**src/design/pmp_params.svh**
```systemverilog
`ifndef PMP_PARAMS_SVH
`define PMP_PARAMS_SVH

// Number of implemented regions, one pmpcfg0 register holds them all
`define PMP_NUM_REGIONS 4

// CSR addresses
`define CSR_PMPCFG0  12'h3A0
`define CSR_PMPADDR0 12'h3B0
`define CSR_MSECCFG  12'h747

// Exception causes
`define EXC_INSTR_ACC_FAULT 6'd1
`define EXC_ILL_INSTR       6'd2
`define EXC_LOAD_ACC_FAULT  6'd5
`define EXC_STORE_ACC_FAULT 6'd7

// Rule-locking bypass position in mseccfg
`define MSECCFG_RLB_BIT 2

// Field positions inside one cfg byte
`define PMP_CFG_LOCK_BIT 7
`define PMP_CFG_MODE_LSB 3
`define PMP_CFG_X_BIT    2
`define PMP_CFG_W_BIT    1
`define PMP_CFG_R_BIT    0

// Bits 6:5 are reserved and read as zero
`define PMP_CFG_RSVD_MASK (8'h60)

`endif

```
**src/design/pmp_pkg.sv**
```systemverilog
`include "pmp_params.svh"

package pmp_pkg;

  // Data word, used for CSR data and byte addresses
  typedef logic [31:0] xlen_t;

  typedef logic [11:0] csr_addr_t;

  typedef logic [5:0] cause_t;

  // Lock, two reserved bits, mode, then X W R from the top
  typedef logic [7:0] pmp_cfg_t;

  // One flag per region
  typedef logic [`PMP_NUM_REGIONS-1:0] region_mask_t;

  // Byte count minus one
  typedef logic [1:0] acc_size_t;

  // Address matching mode of a region
  typedef enum logic [1:0] {
    PMP_MODE_OFF   = 2'd0,
    PMP_MODE_TOR   = 2'd1,
    PMP_MODE_NA4   = 2'd2,
    PMP_MODE_NAPOT = 2'd3
  } pmp_mode_e;

  typedef enum logic [1:0] {
    PRIV_U = 2'd0,
    PRIV_M = 2'd3
  } priv_e;

  typedef enum logic [1:0] {
    ACC_EXEC  = 2'd0,
    ACC_READ  = 2'd1,
    ACC_WRITE = 2'd2
  } access_e;

endpackage

```
**src/design/pmp_csr_if.sv**
```systemverilog
`timescale 1ns/1ps
`include "pmp_params.svh"

// Live PMP register contents, no handshake
interface pmp_csr_if;

  pmp_pkg::pmp_cfg_t [`PMP_NUM_REGIONS-1:0] cfg;

  // Word addresses, byte address shifted right by two
  pmp_pkg::xlen_t [`PMP_NUM_REGIONS-1:0] addr;

  logic rlb;

  modport regs (
    output cfg,
    output addr,
    output rlb
  );

  modport check (
    input cfg,
    input addr,
    input rlb
  );

endinterface

```
**src/design/pmp_cfg_legalize.sv**
```systemverilog
`timescale 1ns/1ps
`include "pmp_params.svh"

module pmp_cfg_legalize (
  input  pmp_pkg::pmp_cfg_t cfg_old_i,
  input  pmp_pkg::pmp_cfg_t cfg_new_i,
  input  logic              rlb_i,
  output pmp_pkg::pmp_cfg_t cfg_o
);

  logic locked;
  logic rw_reserved;

  // Lock holds unless the bypass is on
  assign locked = cfg_old_i[`PMP_CFG_LOCK_BIT] && !rlb_i;

  // W without R is reserved
  assign rw_reserved = cfg_new_i[`PMP_CFG_W_BIT] && !cfg_new_i[`PMP_CFG_R_BIT];

  always_comb begin
    cfg_o = cfg_new_i;

    // Keep the old permissions, mode and lock still follow the attempt
    if (rw_reserved) begin
      cfg_o[`PMP_CFG_X_BIT:`PMP_CFG_R_BIT] = cfg_old_i[`PMP_CFG_X_BIT:`PMP_CFG_R_BIT];
    end

    if (locked) begin
      cfg_o = cfg_old_i;
    end

    cfg_o = cfg_o & ~`PMP_CFG_RSVD_MASK;
  end

  // Stored bytes never carry reserved bits
  always_comb begin
    a_rsvd_zero: assert ((cfg_old_i & `PMP_CFG_RSVD_MASK) == '0);
  end

endmodule

```
**src/design/pmp_csr_regs.sv**
```systemverilog
`timescale 1ns/1ps
`include "pmp_params.svh"

module pmp_csr_regs (
  input  logic               clk_i,
  input  logic               rst_ni,
  input  logic               csr_req_valid_i,
  output logic               csr_req_ready_o,
  input  pmp_pkg::csr_addr_t csr_addr_i,
  input  pmp_pkg::xlen_t     csr_wdata_i,
  input  pmp_pkg::priv_e     csr_priv_i,
  output logic               csr_rsp_valid_o,
  input  logic               csr_rsp_ready_i,
  output pmp_pkg::xlen_t     csr_rdata_o,
  output logic               csr_illegal_o,
  pmp_csr_if.regs            csr
);

  localparam int N = `PMP_NUM_REGIONS;

  pmp_pkg::csr_addr_t        addr_off;
  logic                      sel_cfg;
  logic                      sel_addr;
  logic                      sel_msec;
  logic                      illegal;
  logic                      req_fire;
  logic                      wr_en;
  pmp_pkg::region_mask_t     lock_vec;
  pmp_pkg::region_mask_t     addr_locked;
  pmp_pkg::pmp_cfg_t [N-1:0] cfg_legal;
  pmp_pkg::xlen_t            rdata;

  // One response slot
  assign csr_req_ready_o = !csr_rsp_valid_o || csr_rsp_ready_i;
  assign req_fire        = csr_req_valid_i && csr_req_ready_o;

  // Address decode
  assign addr_off = csr_addr_i - `CSR_PMPADDR0;
  assign sel_cfg  = (csr_addr_i == `CSR_PMPCFG0);
  assign sel_addr = (addr_off < pmp_pkg::csr_addr_t'(N));
  assign sel_msec = (csr_addr_i == `CSR_MSECCFG);

  assign illegal = (csr_priv_i != pmp_pkg::PRIV_M) || !(sel_cfg || sel_addr || sel_msec);
  assign wr_en   = req_fire && !illegal;

  for (genvar i = 0; i < N; i++) begin : gen_region
    assign lock_vec[i] = csr.cfg[i][`PMP_CFG_LOCK_BIT];

    // A locked TOR entry above also guards this address
    if (i < N - 1) begin : gen_tor_above
      assign addr_locked[i] = !csr.rlb && (lock_vec[i] || (lock_vec[i+1] &&
        csr.cfg[i+1][`PMP_CFG_MODE_LSB +: 2] == pmp_pkg::PMP_MODE_TOR));
    end else begin : gen_top
      assign addr_locked[i] = !csr.rlb && lock_vec[i];
    end

    pmp_cfg_legalize u_legalize (
      .cfg_old_i (csr.cfg[i]),
      .cfg_new_i (csr_wdata_i[8*i +: 8]),
      .rlb_i     (csr.rlb),
      .cfg_o     (cfg_legal[i])
    );

    a_locked_cfg_stable: assert property (
      @(posedge clk_i) disable iff (!rst_ni)
      csr.cfg[i][`PMP_CFG_LOCK_BIT] && !csr.rlb |=> $stable(csr.cfg[i])
    );
  end

  // Read data is the value before the write
  always_comb begin
    rdata = '0;
    if (sel_cfg) begin
      rdata = pmp_pkg::xlen_t'(csr.cfg);
    end else if (sel_msec) begin
      rdata[`MSECCFG_RLB_BIT] = csr.rlb;
    end else begin
      for (int i = 0; i < N; i++) begin
        if (addr_off == pmp_pkg::csr_addr_t'(i)) begin
          rdata = csr.addr[i];
        end
      end
    end
    if (illegal) begin
      rdata = '0;
    end
  end

  always_ff @(posedge clk_i or negedge rst_ni) begin
    if (!rst_ni) begin
      csr.cfg  <= '0;
      csr.addr <= '0;
      csr.rlb  <= 1'b0;
    end else if (wr_en) begin
      if (sel_cfg) begin
        csr.cfg <= cfg_legal;
      end
      for (int i = 0; i < N; i++) begin
        if (addr_off == pmp_pkg::csr_addr_t'(i) && !addr_locked[i]) begin
          csr.addr[i] <= csr_wdata_i;
        end
      end
      // RLB can only be raised while nothing is locked
      if (sel_msec && (csr.rlb || lock_vec == '0)) begin
        csr.rlb <= csr_wdata_i[`MSECCFG_RLB_BIT];
      end
    end
  end

  always_ff @(posedge clk_i or negedge rst_ni) begin
    if (!rst_ni) begin
      csr_rsp_valid_o <= 1'b0;
    end else if (req_fire) begin
      csr_rsp_valid_o <= 1'b1;
    end else if (csr_rsp_ready_i) begin
      csr_rsp_valid_o <= 1'b0;
    end
  end

  always_ff @(posedge clk_i) begin
    if (req_fire) begin
      csr_rdata_o   <= rdata;
      csr_illegal_o <= illegal;
    end
  end

endmodule

```
**src/design/pmp_region_match.sv**
```systemverilog
`timescale 1ns/1ps
`include "pmp_params.svh"

module pmp_region_match (
  input  pmp_pkg::xlen_t   addr_i,
  input  pmp_pkg::access_e type_i,
  input  pmp_pkg::priv_e   priv_i,
  pmp_csr_if.check         csr,
  output logic             allow_o
);

  localparam int N = `PMP_NUM_REGIONS;

  pmp_pkg::xlen_t        word_addr;
  pmp_pkg::region_mask_t match;
  logic                  hit;
  pmp_pkg::pmp_cfg_t     hit_cfg;
  logic                  perm;
  logic                  is_m;

  // G=0 regions are word aligned, so compare word addresses
  assign word_addr = {2'b00, addr_i[31:2]};
  assign is_m      = (priv_i == pmp_pkg::PRIV_M);

  for (genvar i = 0; i < N; i++) begin : gen_match
    pmp_pkg::pmp_mode_e mode;
    pmp_pkg::xlen_t     napot_mask;
    logic               tor_lo_ok;

    assign mode = pmp_pkg::pmp_mode_e'(csr.cfg[i][`PMP_CFG_MODE_LSB +: 2]);

    // k trailing ones leave k+1 low word bits free
    assign napot_mask = ~(csr.addr[i] ^ (csr.addr[i] + 32'd1));

    // Region 0 starts at zero
    if (i == 0) begin : gen_base
      assign tor_lo_ok = 1'b1;
    end else begin : gen_above
      assign tor_lo_ok = (word_addr >= csr.addr[i-1]);
    end

    assign match[i] =
      (mode == pmp_pkg::PMP_MODE_TOR)   ? (tor_lo_ok && (word_addr < csr.addr[i])) :
      (mode == pmp_pkg::PMP_MODE_NA4)   ? (word_addr == csr.addr[i]) :
      (mode == pmp_pkg::PMP_MODE_NAPOT) ? ((word_addr & napot_mask) ==
                                           (csr.addr[i] & napot_mask)) :
      1'b0;
  end

  // Lowest index wins
  always_comb begin
    hit     = 1'b0;
    hit_cfg = '0;
    for (int i = N - 1; i >= 0; i--) begin
      if (match[i]) begin
        hit     = 1'b1;
        hit_cfg = csr.cfg[i];
      end
    end
  end

  always_comb begin
    case (type_i)
      pmp_pkg::ACC_EXEC:  perm = hit_cfg[`PMP_CFG_X_BIT];
      pmp_pkg::ACC_READ:  perm = hit_cfg[`PMP_CFG_R_BIT];
      pmp_pkg::ACC_WRITE: perm = hit_cfg[`PMP_CFG_W_BIT];
      default:            perm = 1'b0;
    endcase
  end

  // M-mode only feels locked regions
  assign allow_o = !hit ? is_m :
                   is_m ? (!hit_cfg[`PMP_CFG_LOCK_BIT] || perm) :
                   perm;

endmodule

```
**src/design/pmp_access_check.sv**
```systemverilog
`timescale 1ns/1ps
`include "pmp_params.svh"

module pmp_access_check (
  input  logic               clk_i,
  input  logic               rst_ni,
  input  logic               acc_valid_i,
  output logic               acc_ready_o,
  input  pmp_pkg::xlen_t     acc_addr_i,
  input  pmp_pkg::access_e   acc_type_i,
  input  pmp_pkg::acc_size_t acc_size_i,
  input  pmp_pkg::priv_e     acc_priv_i,
  output logic               chk_valid_o,
  input  logic               chk_ready_i,
  output logic               chk_allow_o,
  output pmp_pkg::cause_t    chk_cause_o,
  pmp_csr_if.check           csr
);

  pmp_pkg::xlen_t  last_addr;
  logic            split;
  logic            allow_first;
  logic            allow_last;
  logic            allow;
  logic            acc_fire;
  pmp_pkg::cause_t cause;

  assign acc_ready_o = !chk_valid_o || chk_ready_i;
  assign acc_fire    = acc_valid_i && acc_ready_o;

  // Last byte touched, may wrap past the top
  assign last_addr = acc_addr_i + pmp_pkg::xlen_t'(acc_size_i);
  assign split     = (last_addr[31:2] != acc_addr_i[31:2]);

  pmp_region_match u_match_first (
    .addr_i  (acc_addr_i),
    .type_i  (acc_type_i),
    .priv_i  (acc_priv_i),
    .csr     (csr),
    .allow_o (allow_first)
  );

  pmp_region_match u_match_last (
    .addr_i  (last_addr),
    .type_i  (acc_type_i),
    .priv_i  (acc_priv_i),
    .csr     (csr),
    .allow_o (allow_last)
  );

  // Both ends must pass on a split access
  assign allow = allow_first && (!split || allow_last);

  always_comb begin
    cause = '0;
    if (!allow) begin
      case (acc_type_i)
        pmp_pkg::ACC_EXEC:  cause = `EXC_INSTR_ACC_FAULT;
        pmp_pkg::ACC_READ:  cause = `EXC_LOAD_ACC_FAULT;
        pmp_pkg::ACC_WRITE: cause = `EXC_STORE_ACC_FAULT;
        default:            cause = '0;
      endcase
    end
  end

  always_ff @(posedge clk_i or negedge rst_ni) begin
    if (!rst_ni) begin
      chk_valid_o <= 1'b0;
    end else if (acc_fire) begin
      chk_valid_o <= 1'b1;
    end else if (chk_ready_i) begin
      chk_valid_o <= 1'b0;
    end
  end

  always_ff @(posedge clk_i) begin
    if (acc_fire) begin
      chk_allow_o <= allow;
      chk_cause_o <= cause;
    end
  end

  a_rsp_stable: assert property (
    @(posedge clk_i) disable iff (!rst_ni)
    chk_valid_o && !chk_ready_i
    |=> chk_valid_o && $stable(chk_allow_o) && $stable(chk_cause_o)
  );

endmodule

```
**src/design/pmp_top.sv**
```systemverilog
`timescale 1ns/1ps

module pmp_top (
  input  logic               clk_i,
  input  logic               rst_ni,
  // CSR port
  input  logic               csr_req_valid_i,
  output logic               csr_req_ready_o,
  input  pmp_pkg::csr_addr_t csr_addr_i,
  input  pmp_pkg::xlen_t     csr_wdata_i,
  input  pmp_pkg::priv_e     csr_priv_i,
  output logic               csr_rsp_valid_o,
  input  logic               csr_rsp_ready_i,
  output pmp_pkg::xlen_t     csr_rdata_o,
  output logic               csr_illegal_o,
  // Access port
  input  logic               acc_valid_i,
  output logic               acc_ready_o,
  input  pmp_pkg::xlen_t     acc_addr_i,
  input  pmp_pkg::access_e   acc_type_i,
  input  pmp_pkg::acc_size_t acc_size_i,
  input  pmp_pkg::priv_e     acc_priv_i,
  output logic               chk_valid_o,
  input  logic               chk_ready_i,
  output logic               chk_allow_o,
  output pmp_pkg::cause_t    chk_cause_o
);

  pmp_csr_if csr_if ();

  pmp_csr_regs u_csr_regs (
    .clk_i           (clk_i),
    .rst_ni          (rst_ni),
    .csr_req_valid_i (csr_req_valid_i),
    .csr_req_ready_o (csr_req_ready_o),
    .csr_addr_i      (csr_addr_i),
    .csr_wdata_i     (csr_wdata_i),
    .csr_priv_i      (csr_priv_i),
    .csr_rsp_valid_o (csr_rsp_valid_o),
    .csr_rsp_ready_i (csr_rsp_ready_i),
    .csr_rdata_o     (csr_rdata_o),
    .csr_illegal_o   (csr_illegal_o),
    .csr             (csr_if.regs)
  );

  pmp_access_check u_access_check (
    .clk_i       (clk_i),
    .rst_ni      (rst_ni),
    .acc_valid_i (acc_valid_i),
    .acc_ready_o (acc_ready_o),
    .acc_addr_i  (acc_addr_i),
    .acc_type_i  (acc_type_i),
    .acc_size_i  (acc_size_i),
    .acc_priv_i  (acc_priv_i),
    .chk_valid_o (chk_valid_o),
    .chk_ready_i (chk_ready_i),
    .chk_allow_o (chk_allow_o),
    .chk_cause_o (chk_cause_o),
    .csr         (csr_if.check)
  );

endmodule

```
**config.mk**
```make
export PLATFORM = sky130hd
export DESIGN_NAME = pmp_top
export DESIGN_NICKNAME = d
export VERILOG_FILES = /design/src/design/pmp_pkg.sv /design/src/design/pmp_csr_if.sv /design/src/design/pmp_cfg_legalize.sv /design/src/design/pmp_csr_regs.sv /design/src/design/pmp_region_match.sv /design/src/design/pmp_access_check.sv /design/src/design/pmp_top.sv
export VERILOG_INCLUDE_DIRS = /design/src /design/src/design
export SDC_FILE = /design/constraint.sdc
export NUM_CORES = 1
export LEC_CHECK = 0
export ABC_AREA = 1
export BUFFER_PORTS_ARGS = -buffer_cell sky130_fd_sc_hd__buf_2
export CAP_MARGIN = 20
export CORE_UTILIZATION = 39
export DETAILED_ROUTE_END_ITERATION = 7
export PLACE_DENSITY = 0.59
export SLEW_MARGIN = 20
export SYNTH_ARGS = -nofsm -noshare
export SYNTH_HDL_FRONTEND = slang
export SYNTH_SLANG_ARGS = --single-unit
```
**constraint.sdc**
```tcl
create_clock -name clk_i -period 5.5 [get_ports clk_i]
set_input_delay 0 -clock clk_i [delete_from_list [all_inputs] [get_ports clk_i]]
set_output_delay 0 -clock clk_i [all_outputs]
set_load 0.02 [all_outputs]
```
==> flow_summary.rst, run 1 <==
.. list-table::
   :header-rows: 1

   * - Metric
     - Value
   * - Worst setup path start
     - u_csr_regs.csr.addr[32]
   * - Endpoint of the worst hold path
     - u_access_check.chk_cause_o[1]
   * - Placement row count
     - 90
   * - Total detailed-routing wirelength
     - 110 mm
   * - Antenna violation net count after detailed routing
     - 0
   * - Setup violations, final
     - 0
   * - Main area contributors after synthesis
     - sky130_fd_sc_hd__ha_1 19%, sky130_fd_sc_hd__dfrtp_1 16%, sky130_fd_sc_hd__nand2_1 14%
   * - Vias in the first global route
     - 23,808
   * - PD cells
     - 136 nW/um2
   * - Detail-routed net length per standard cell
     - 24.1 um
   * - Data arrival time at the worst-slack endpoint
     - 5.30 ns
   * - Total via count after detailed routing
     - 26,189
   * - Final setup skew
     - 0.0215 ns
   * - Cell taking the most area after synthesis
     - sky130_fd_sc_hd__ha_1
   * - Port Buffers
     - 130
   * - Area enclosed by the die boundary
     - 62,700 um2
   * - Core area
     - 60,600 um2
   * - Cells after synthesis
     - 3,557
   * - Worst relative slew slack
     - 25.5%
   * - Hold Fails Final Rpt
     - 0
   * - Most repeated cell in the gate-level netlist after synthesis
     - sky130_fd_sc_hd__nand2_1
   * - Slew Viols, Final
     - 0
   * - Crit-path max FO
     - 6
   * - Buf+Inv Stages, Crit Path
     - 3
   * - Worst-path clk slew
     - 0.08 ns
   * - Largest stage delay, worst path
     - 0.47 ns
   * - Maximum root-to-sink buffer count
     - 2
   * - Post-route minimum period
     - 5.05 ns
   * - CTS sink count
     - 192
   * - Metal1 wirelength
     - 45.9 mm
   * - Wire length on met2
     - 45.9 mm
   * - Yosys warning total
     - 0
   * - Area Growth Syn to Fin
     - 12.6%
   * - Maximum level of the CTS H-tree
     - 4
   * - Area occupied by multi-input gates
     - 17,000 um2
   * - Cell repeated most along the worst path
     - sky130_fd_sc_hd__nand2_1
   * - Predominant post-synthesis flop cell
     - sky130_fd_sc_hd__dfrtp_1
   * - Number of filler instances in the final layout
     - 6,455
   * - Sum of met3 wire segment lengths after detailed routing
     - 12.5 mm
   * - Starting density of the core
     - 39.7%
   * - Startpoint type of the worst setup path
     - flip-flop
   * - Crit-path leading delay family
     - simple AND/OR/NAND/NOR gates
   * - Status
     - complete, no violations
   * - Number of nets in the final layout
     - 4,216
   * - Number of max-cap violations
     - 0
   * - Number of antenna violations at the first check in global routing
     - 4
   * - Inserted Clock Buffers
     - 17
   * - Die height
     - 250 um
   * - CTS Root Cell
     - sky130_fd_sc_hd__clkbuf_16
   * - Global-route wire length before repair
     - 157 mm
   * - Clock tree from TritonCTS
     - yes
   * - Synthesized area
     - 24,000 um2
   * - Number of enable-type register cells in the synthesized netlist
     - 37
   * - Total power draw
     - 3.68 mW
   * - Cells on Worst Hold Path
     - 4
   * - Endpoint kind of the worst setup timing path
     - flip-flop
   * - Worst-Skew Late Latency
     - 0.50 ns
   * - First-pass detailed-route iteration total
     - 6
   * - Largest net degree at the start of global routing
     - 77
   * - Top cells by instance count after synthesis
     - 900 x sky130_fd_sc_hd__nand2_1, 467 x sky130_fd_sc_hd__inv_1, 366 x sky130_fd_sc_hd__ha_1, 266 x sky130_fd_sc_hd__nor2_1, 237 x sky130_fd_sc_hd__o21ai_0
   * - Leakage power
     - 12.5 nW
   * - Synth async-reset ratio
     - 80.7%
   * - Portion of synthesized cell area occupied by the leading cell type
     - 19.0%
   * - Number of placed I/O pins
     - 134
   * - FF+latch count, synth
     - 192
   * - Final clock period utilization by the worst path
     - 91.8%
   * - Cell with the largest stage delay on the worst path
     - sky130_fd_sc_hd__dfrtp_1
   * - Highest routing layer actually used
     - met4
   * - Slew at the pin closest to its max-slew limit
     - 1.11 ns
   * - First DRT Iteration DRCs
     - 3,130
   * - Sequential standard cell area
     - 4990 um2
   * - R2r setup slk
     - 0.45 ns
   * - Final weighted congestion of routability-driven global placement
     - 1.05
   * - Endpoint required time on the critical path
     - 5.75 ns
   * - Worst VDD drop
     - 207 uV
   * - Reg2Reg Launch Point
     - u_csr_regs.csr.addr[32]
   * - Origin of the worst min-delay path
     - acc_type_i[1]
   * - Drt via density
     - 5.75
   * - RSZ-0062 raised after global routing
     - false
   * - Path depth of the worst reg2reg path
     - 28
   * - Leftover overflow at the end of global routing
     - 0
   * - Register area share after synthesis
     - 20.8%
   * - Width of the chip
     - 250 um
   * - Endpoint of the lowest-slack register-to-register path
     - u_access_check.chk_allow_o
   * - Half-perimeter wire length after detailed placement
     - 90.2 mm
   * - HP Class
     - in -> reg
   * - GRT Overall Usage
     - 34.7%
   * - Maximum clock rate
     - 0.198 GHz
   * - Synthesized area per cell
     - 6.76 um2
   * - Worst Path Class, Setup
     - reg -> reg
   * - Number of distinct library cells after synthesis
     - 65
   * - Total negative setup slack
     - 0 ns
   * - DRC errors left
     - 0
   * - Layout cells sized above 1
     - 7.77%
[per-stage QoR]
stage	instances	utilization [%]	cell area [um2]	hold WS, ns	setup WS [ns]
after floorplan	3559	-	24100	-0.296	1.50
after global placement	4472	42.8	25900	0.117	0.630
after detailed placement	4472	42.8	25900	0.110	0.539
after CTS	4553	44.6	27000	0.0147	0.508
after global routing	4556	44.7	27100	0.0905	0.00320
final	4556	44.7	27100	0.0590	0.450
[report_power, final]
group | leakage (nW) | switching, mW | internal [mW]
Combinational | 9.68 | 0.555 | 0.259
Sequential | 2.47 | 0.00473 | 1.46
Clock | 0.298 | 0.735 | 0.659
Total | 12.5 | 1.29 | 2.38
[registers in the layout, indices dropped and copies added, names as in the netlist]
register                    cells
u_csr_regs.csr.rlb              1
u_csr_regs.csr_rdata_o         32
u_csr_regs.csr_rsp_valid_o      1
u_csr_regs.csr.cfg             24
u_access_check.chk_allow_o      1
u_csr_regs.csr.addr           128
u_csr_regs.csr_illegal_o        1
u_access_check.chk_cause_o      3
u_access_check.chk_valid_o      1
[cells in the final DEF, fill, tap and decap left out, drive strengths merged, types with 2 or more instances in the layout]
master / n
a211oi: 10
a21boi: 5
a21o: 2
a21oi: 206
a221oi: 11
a22oi: 5
a31oi: 4
and2: 9
buf: 207
clkbuf: 17
clkinv: 12
conb: 3
dfrtp: 155
dlygate4sd3: 49
edfxtp: 37
ha: 366
inv: 476
mux2i: 3
nand2: 916
nand3: 230
nand3b: 18
nand4: 90
nor2: 275
nor3: 60
nor3b: 2
nor4: 32
nor4b: 4
o2111ai: 6
o211ai: 27
o21a: 14
o21ai: 241
o21bai: 5
o221ai: 28
o22ai: 16
o31ai: 3
or2: 10
xnor2: 24
xor2: 186
[how the worst max path moves through the flow]
| stage | depth (start not counted) | slack (ns) | end |
|---|---|---|---|
| finish | 28 | 0.45 | u_access_check.chk_allow_o |
| global route | 31 | 0.003 | u_access_check.chk_allow_o |
| CTS | 31 | 0.51 | u_access_check.chk_allow_o |
| detailed placement | 31 | 0.54 | u_access_check.chk_allow_o |
| global placement | 28 | 0.63 | u_access_check.chk_allow_o |
| floorplan | 31 | 1.50 | u_access_check.chk_allow_o |
[worst register-to-register path, delay by kind of cell, from the launching register on]
| kind | cells | cell delay, ns |
|---|---|---|
| simple gates | 21 | 3.32 |
| fa+ha+maj | 2 | 0.47 |
| flops | 1 | 0.47 |
| xor+xnor | 1 | 0.26 |
| buf+inv | 3 | 0.22 |
| compound gates | 1 | 0.08 |
[cell families (layout without fill, tap and decap cells)]
kind of cell | count (synthesis) | after routing | share of synthesized area, %
mux | 3 | 3 | 0.125
flops | 192 | 192 | 20.8
other cells | 1 | 4 | 0.0156
fa+ha+maj | 366 | 366 | 19.0
compound gates | 586 | 586 | 13.8
simple gates | 1650 | 1650 | 29.8
xor+xnor | 210 | 210 | 7.68
buf+inv | 549 | 763 | 8.76
[final cells by class]
type | instances | share of cell area (%)
multi-input combinational | 2818 | 62.7
sequential | 192 | 18.4
inverter | 475 | 6.59
timing repair buffer | 256 | 6.37
tap | 782 | 3.62
clock buffer | 17 | 1.57
clock inverter | 15 | 0.712
antenna | 1 | 0.00925
[metal layers]
| metal | up-vias | track usage (%) |
|---|---|---|
| met1 | 12226 | 48.2 |
| met4 | 0 | 16.0 |
| met3 | 211 | 6.37 |
| met2 | 1398 | 51.9 |
| met5 | - | 0 |
| li1 | 12354 | - |
[what timing repair did]
item | in CTS | in global routing
endpoints found under the hold margin | 210 | 0
buffers inserted | 0 | 2
endpoints found under the setup margin | 0 | 2
hold buffers | 49 | 0
resized for setup | 0 | 1
(Power assumes the default switching activity.)
==> inputs of run 2 (changes only) <==
- CTS_BUF_LIST: unset -> sky130_fd_sc_hd__clkbuf_2 sky130_fd_sc_hd__clkbuf_4 sky130_fd_sc_hd__clkbuf_8
==> flow_summary.rst, run 2 (synthesized netlist as in run 1, its figures left out) <==
.. list-table::
   :header-rows: 1

   * - Metric
     - Value
   * - Core area
     - 60,600 um2
   * - Post-Place Worst Slack
     - 0.539 ns
   * - GRT Overall Usage
     - 34.6%
   * - Power share of the sequential group
     - 43.6%
   * - Max reg flops
     - 128
   * - Largest stage delay, worst path
     - 0.54 ns
   * - Post-route minimum period
     - 5.11 ns
   * - RSZ-0062 raised after global routing
     - false
   * - Drt via density
     - 5.74
   * - Sequential standard cell area
     - 4990 um2
   * - Global-route wire length before repair
     - 157 mm
   * - Area enclosed by the die boundary
     - 62,700 um2
   * - Int Pwr
     - 2.12 mW
   * - Final instance area
     - 27,000 um2
   * - Cell count after placement
     - 4,472
   * - Worst-Skew Late Latency
     - 0.58 ns
   * - Worst relative slew slack
     - 25.6%
   * - Slew Viols, Final
     - 0
   * - Data arrival time at the worst-slack endpoint
     - 5.43 ns
   * - Final weighted congestion of routability-driven global placement
     - 1.05
   * - Crit-path leading delay family
     - simple AND/OR/NAND/NOR gates
   * - Number of nets in the final layout
     - 4,224
   * - Final setup skew
     - 0.0361 ns
   * - Maximum level of the CTS H-tree
     - 4
   * - Largest net degree at the start of global routing
     - 77
   * - Antenna violation net count after detailed routing
     - 0
   * - Startpoint type of the worst setup path
     - flip-flop
   * - Total power draw
     - 3.37 mW
   * - Area occupied by multi-input gates
     - 17,000 um2
   * - Width of the chip
     - 250 um
   * - First DRT Iteration DRCs
     - 3,113
   * - Clock tree from TritonCTS
     - yes
   * - Most used cells in the layout excluding fill and tap cells
     - 899 x sky130_fd_sc_hd__nand2_1, 467 x sky130_fd_sc_hd__inv_1, 366 x sky130_fd_sc_hd__ha_1
   * - Number of filler instances in the final layout
     - 6,469
   * - Worst-path clk slew
     - 0.15 ns
   * - Total negative setup slack
     - 0 ns
   * - Half-perimeter wire length after detailed placement
     - 90.2 mm
   * - Slew at the pin closest to its max-slew limit
     - 1.11 ns
   * - R2r setup slk
     - 0.39 ns
   * - Cell repeated most along the worst path
     - sky130_fd_sc_hd__nand2_1
   * - CTS Root Cell
     - sky130_fd_sc_hd__clkbuf_8
   * - Total detailed-routing wirelength
     - 110 mm
   * - Maximum root-to-sink buffer count
     - 2
   * - Placed instance area
     - 25,900 um2
   * - Number of max-cap violations
     - 0
   * - Die height
     - 250 um
   * - Cell with the largest stage delay on the worst path
     - sky130_fd_sc_hd__nor4_1
   * - Reg2Reg Launch Point
     - u_csr_regs.csr.addr[2]
   * - Power share of the clock group
     - 32.1%
   * - Register bank with the most flops
     - u_csr_regs.csr.addr
   * - Endpoint kind of the worst setup timing path
     - flip-flop
   * - Setup violations, final
     - 0
   * - PD cells
     - 125 nW/um2
   * - First-pass detailed-route iteration total
     - 7
   * - Number of antenna violations at the first check in global routing
     - 3
   * - Status
     - complete, no violations
   * - DRC errors left
     - 0
   * - Worst setup path start
     - u_csr_regs.csr.addr[2]
   * - Layout cells sized above 1
     - 7.78%
   * - End point of the critical path
     - u_access_check.chk_allow_o
   * - Worst VDD drop
     - 164 uV
   * - Leftover overflow at the end of global routing
     - 0
   * - Endpoint of the lowest-slack register-to-register path
     - u_access_check.chk_allow_o
   * - Setup slack of the critical path after layout
     - 0.390 ns
   * - Number of placed I/O pins
     - 134
   * - Port Buffers
     - 130
   * - Most common cell after layout, fill and taps aside
     - sky130_fd_sc_hd__nand2_1
   * - HP Class
     - in -> async
   * - CTS sink count
     - 192
   * - Final clock period utilization by the worst path
     - 92.9%
   * - Area Growth Syn to Fin
     - 12.1%
   * - Worst Path Class, Setup
     - reg -> reg
   * - Logic pwr share
     - 24.3%
   * - Largest registers
     - u_csr_regs.csr.addr (128), u_csr_regs.csr_rdata_o (32), u_csr_regs.csr.cfg (24)
   * - Vias in the first global route
     - 23,776
   * - Proportion of total power due to net switching
     - 37.2%
   * - Inserted Clock Buffers
     - 17
   * - Total via count after detailed routing
     - 26,225
   * - Starting density of the core
     - 39.7%
   * - Switching power
     - 1.25 mW
   * - Hold Fails Final Rpt
     - 0
   * - Path depth of the worst reg2reg path
     - 27
   * - Detail-routed net length per standard cell
     - 24.1 um
   * - Final cell count without fillers
     - 4,565
   * - Endpoint required time on the critical path
     - 5.82 ns
   * - Buf+Inv Stages, Crit Path
     - 4
   * - Maximum clock rate
     - 0.196 GHz
   * - Crit-path max FO
     - 7
   * - Placement row count
     - 90
   * - Number of cells on the critical path
     - 27
   * - Leakage power
     - 12.4 nW
## run 2: layer usage
metal / share of wire, % / track usage, % / wire length [um]
met1: 42 / 48.2 / 46000
met2: 42 / 51.9 / 45900
met3: 11 / 6.17 / 12500
met4: 5.0 / 15.6 / 5440
met5: 0 / 0 / 0
## run 2: area by class of cell
type / instances / share of cell area, %
timing repair buffer: 264 / 6.70
inverter: 475 / 6.61
antenna: 2 / 0.0186
tap: 782 / 3.63
multi-input combinational: 2818 / 63.0
clock buffer: 17 / 0.868
clock inverter: 15 / 0.715
sequential: 192 / 18.5
## run 2: through the flow
stage	hold WS, ns	utilization, %
floorplan	-0.296	-
global placement	0.117	42.8
detailed placement	0.110	42.8
CTS	0.0246	44.5
global route	0.103	44.5
finish	0.0470	44.5
## run 2: worst min path at each step
stage | startpoint | end
after global placement | rst_ni | u_csr_regs.csr.addr[123]
after CTS | acc_priv_i[1] | u_access_check.chk_cause_o[2]
after detailed placement | rst_ni | u_csr_regs.csr.addr[122]
after global routing | rst_ni | u_csr_regs.csr.addr[122]
final | rst_ni | u_csr_regs.csr.addr[115]
after floorplan | rst_ni | u_access_check.chk_valid_o
## run 2: power groups by stage
stage	Sequential, mW	Clock [mW]	Combinational (mW)
4_1_cts	1.47	1.10	0.792
3_3_place_gp	1.50	0	0.758
3_5_place_dp	1.50	0	0.762
6_report	1.47	1.08	0.817
2_1_floorplan	1.52	0	0.406
5_1_grt	1.47	1.13	0.886
## run 2: what timing repair did
action                                 CTS  global route
setup buffers                            0             2
resized for setup                        0             2
setup endpoints to repair                0             2
endpoints found under the hold margin  236             0
hold buffers                            57             0
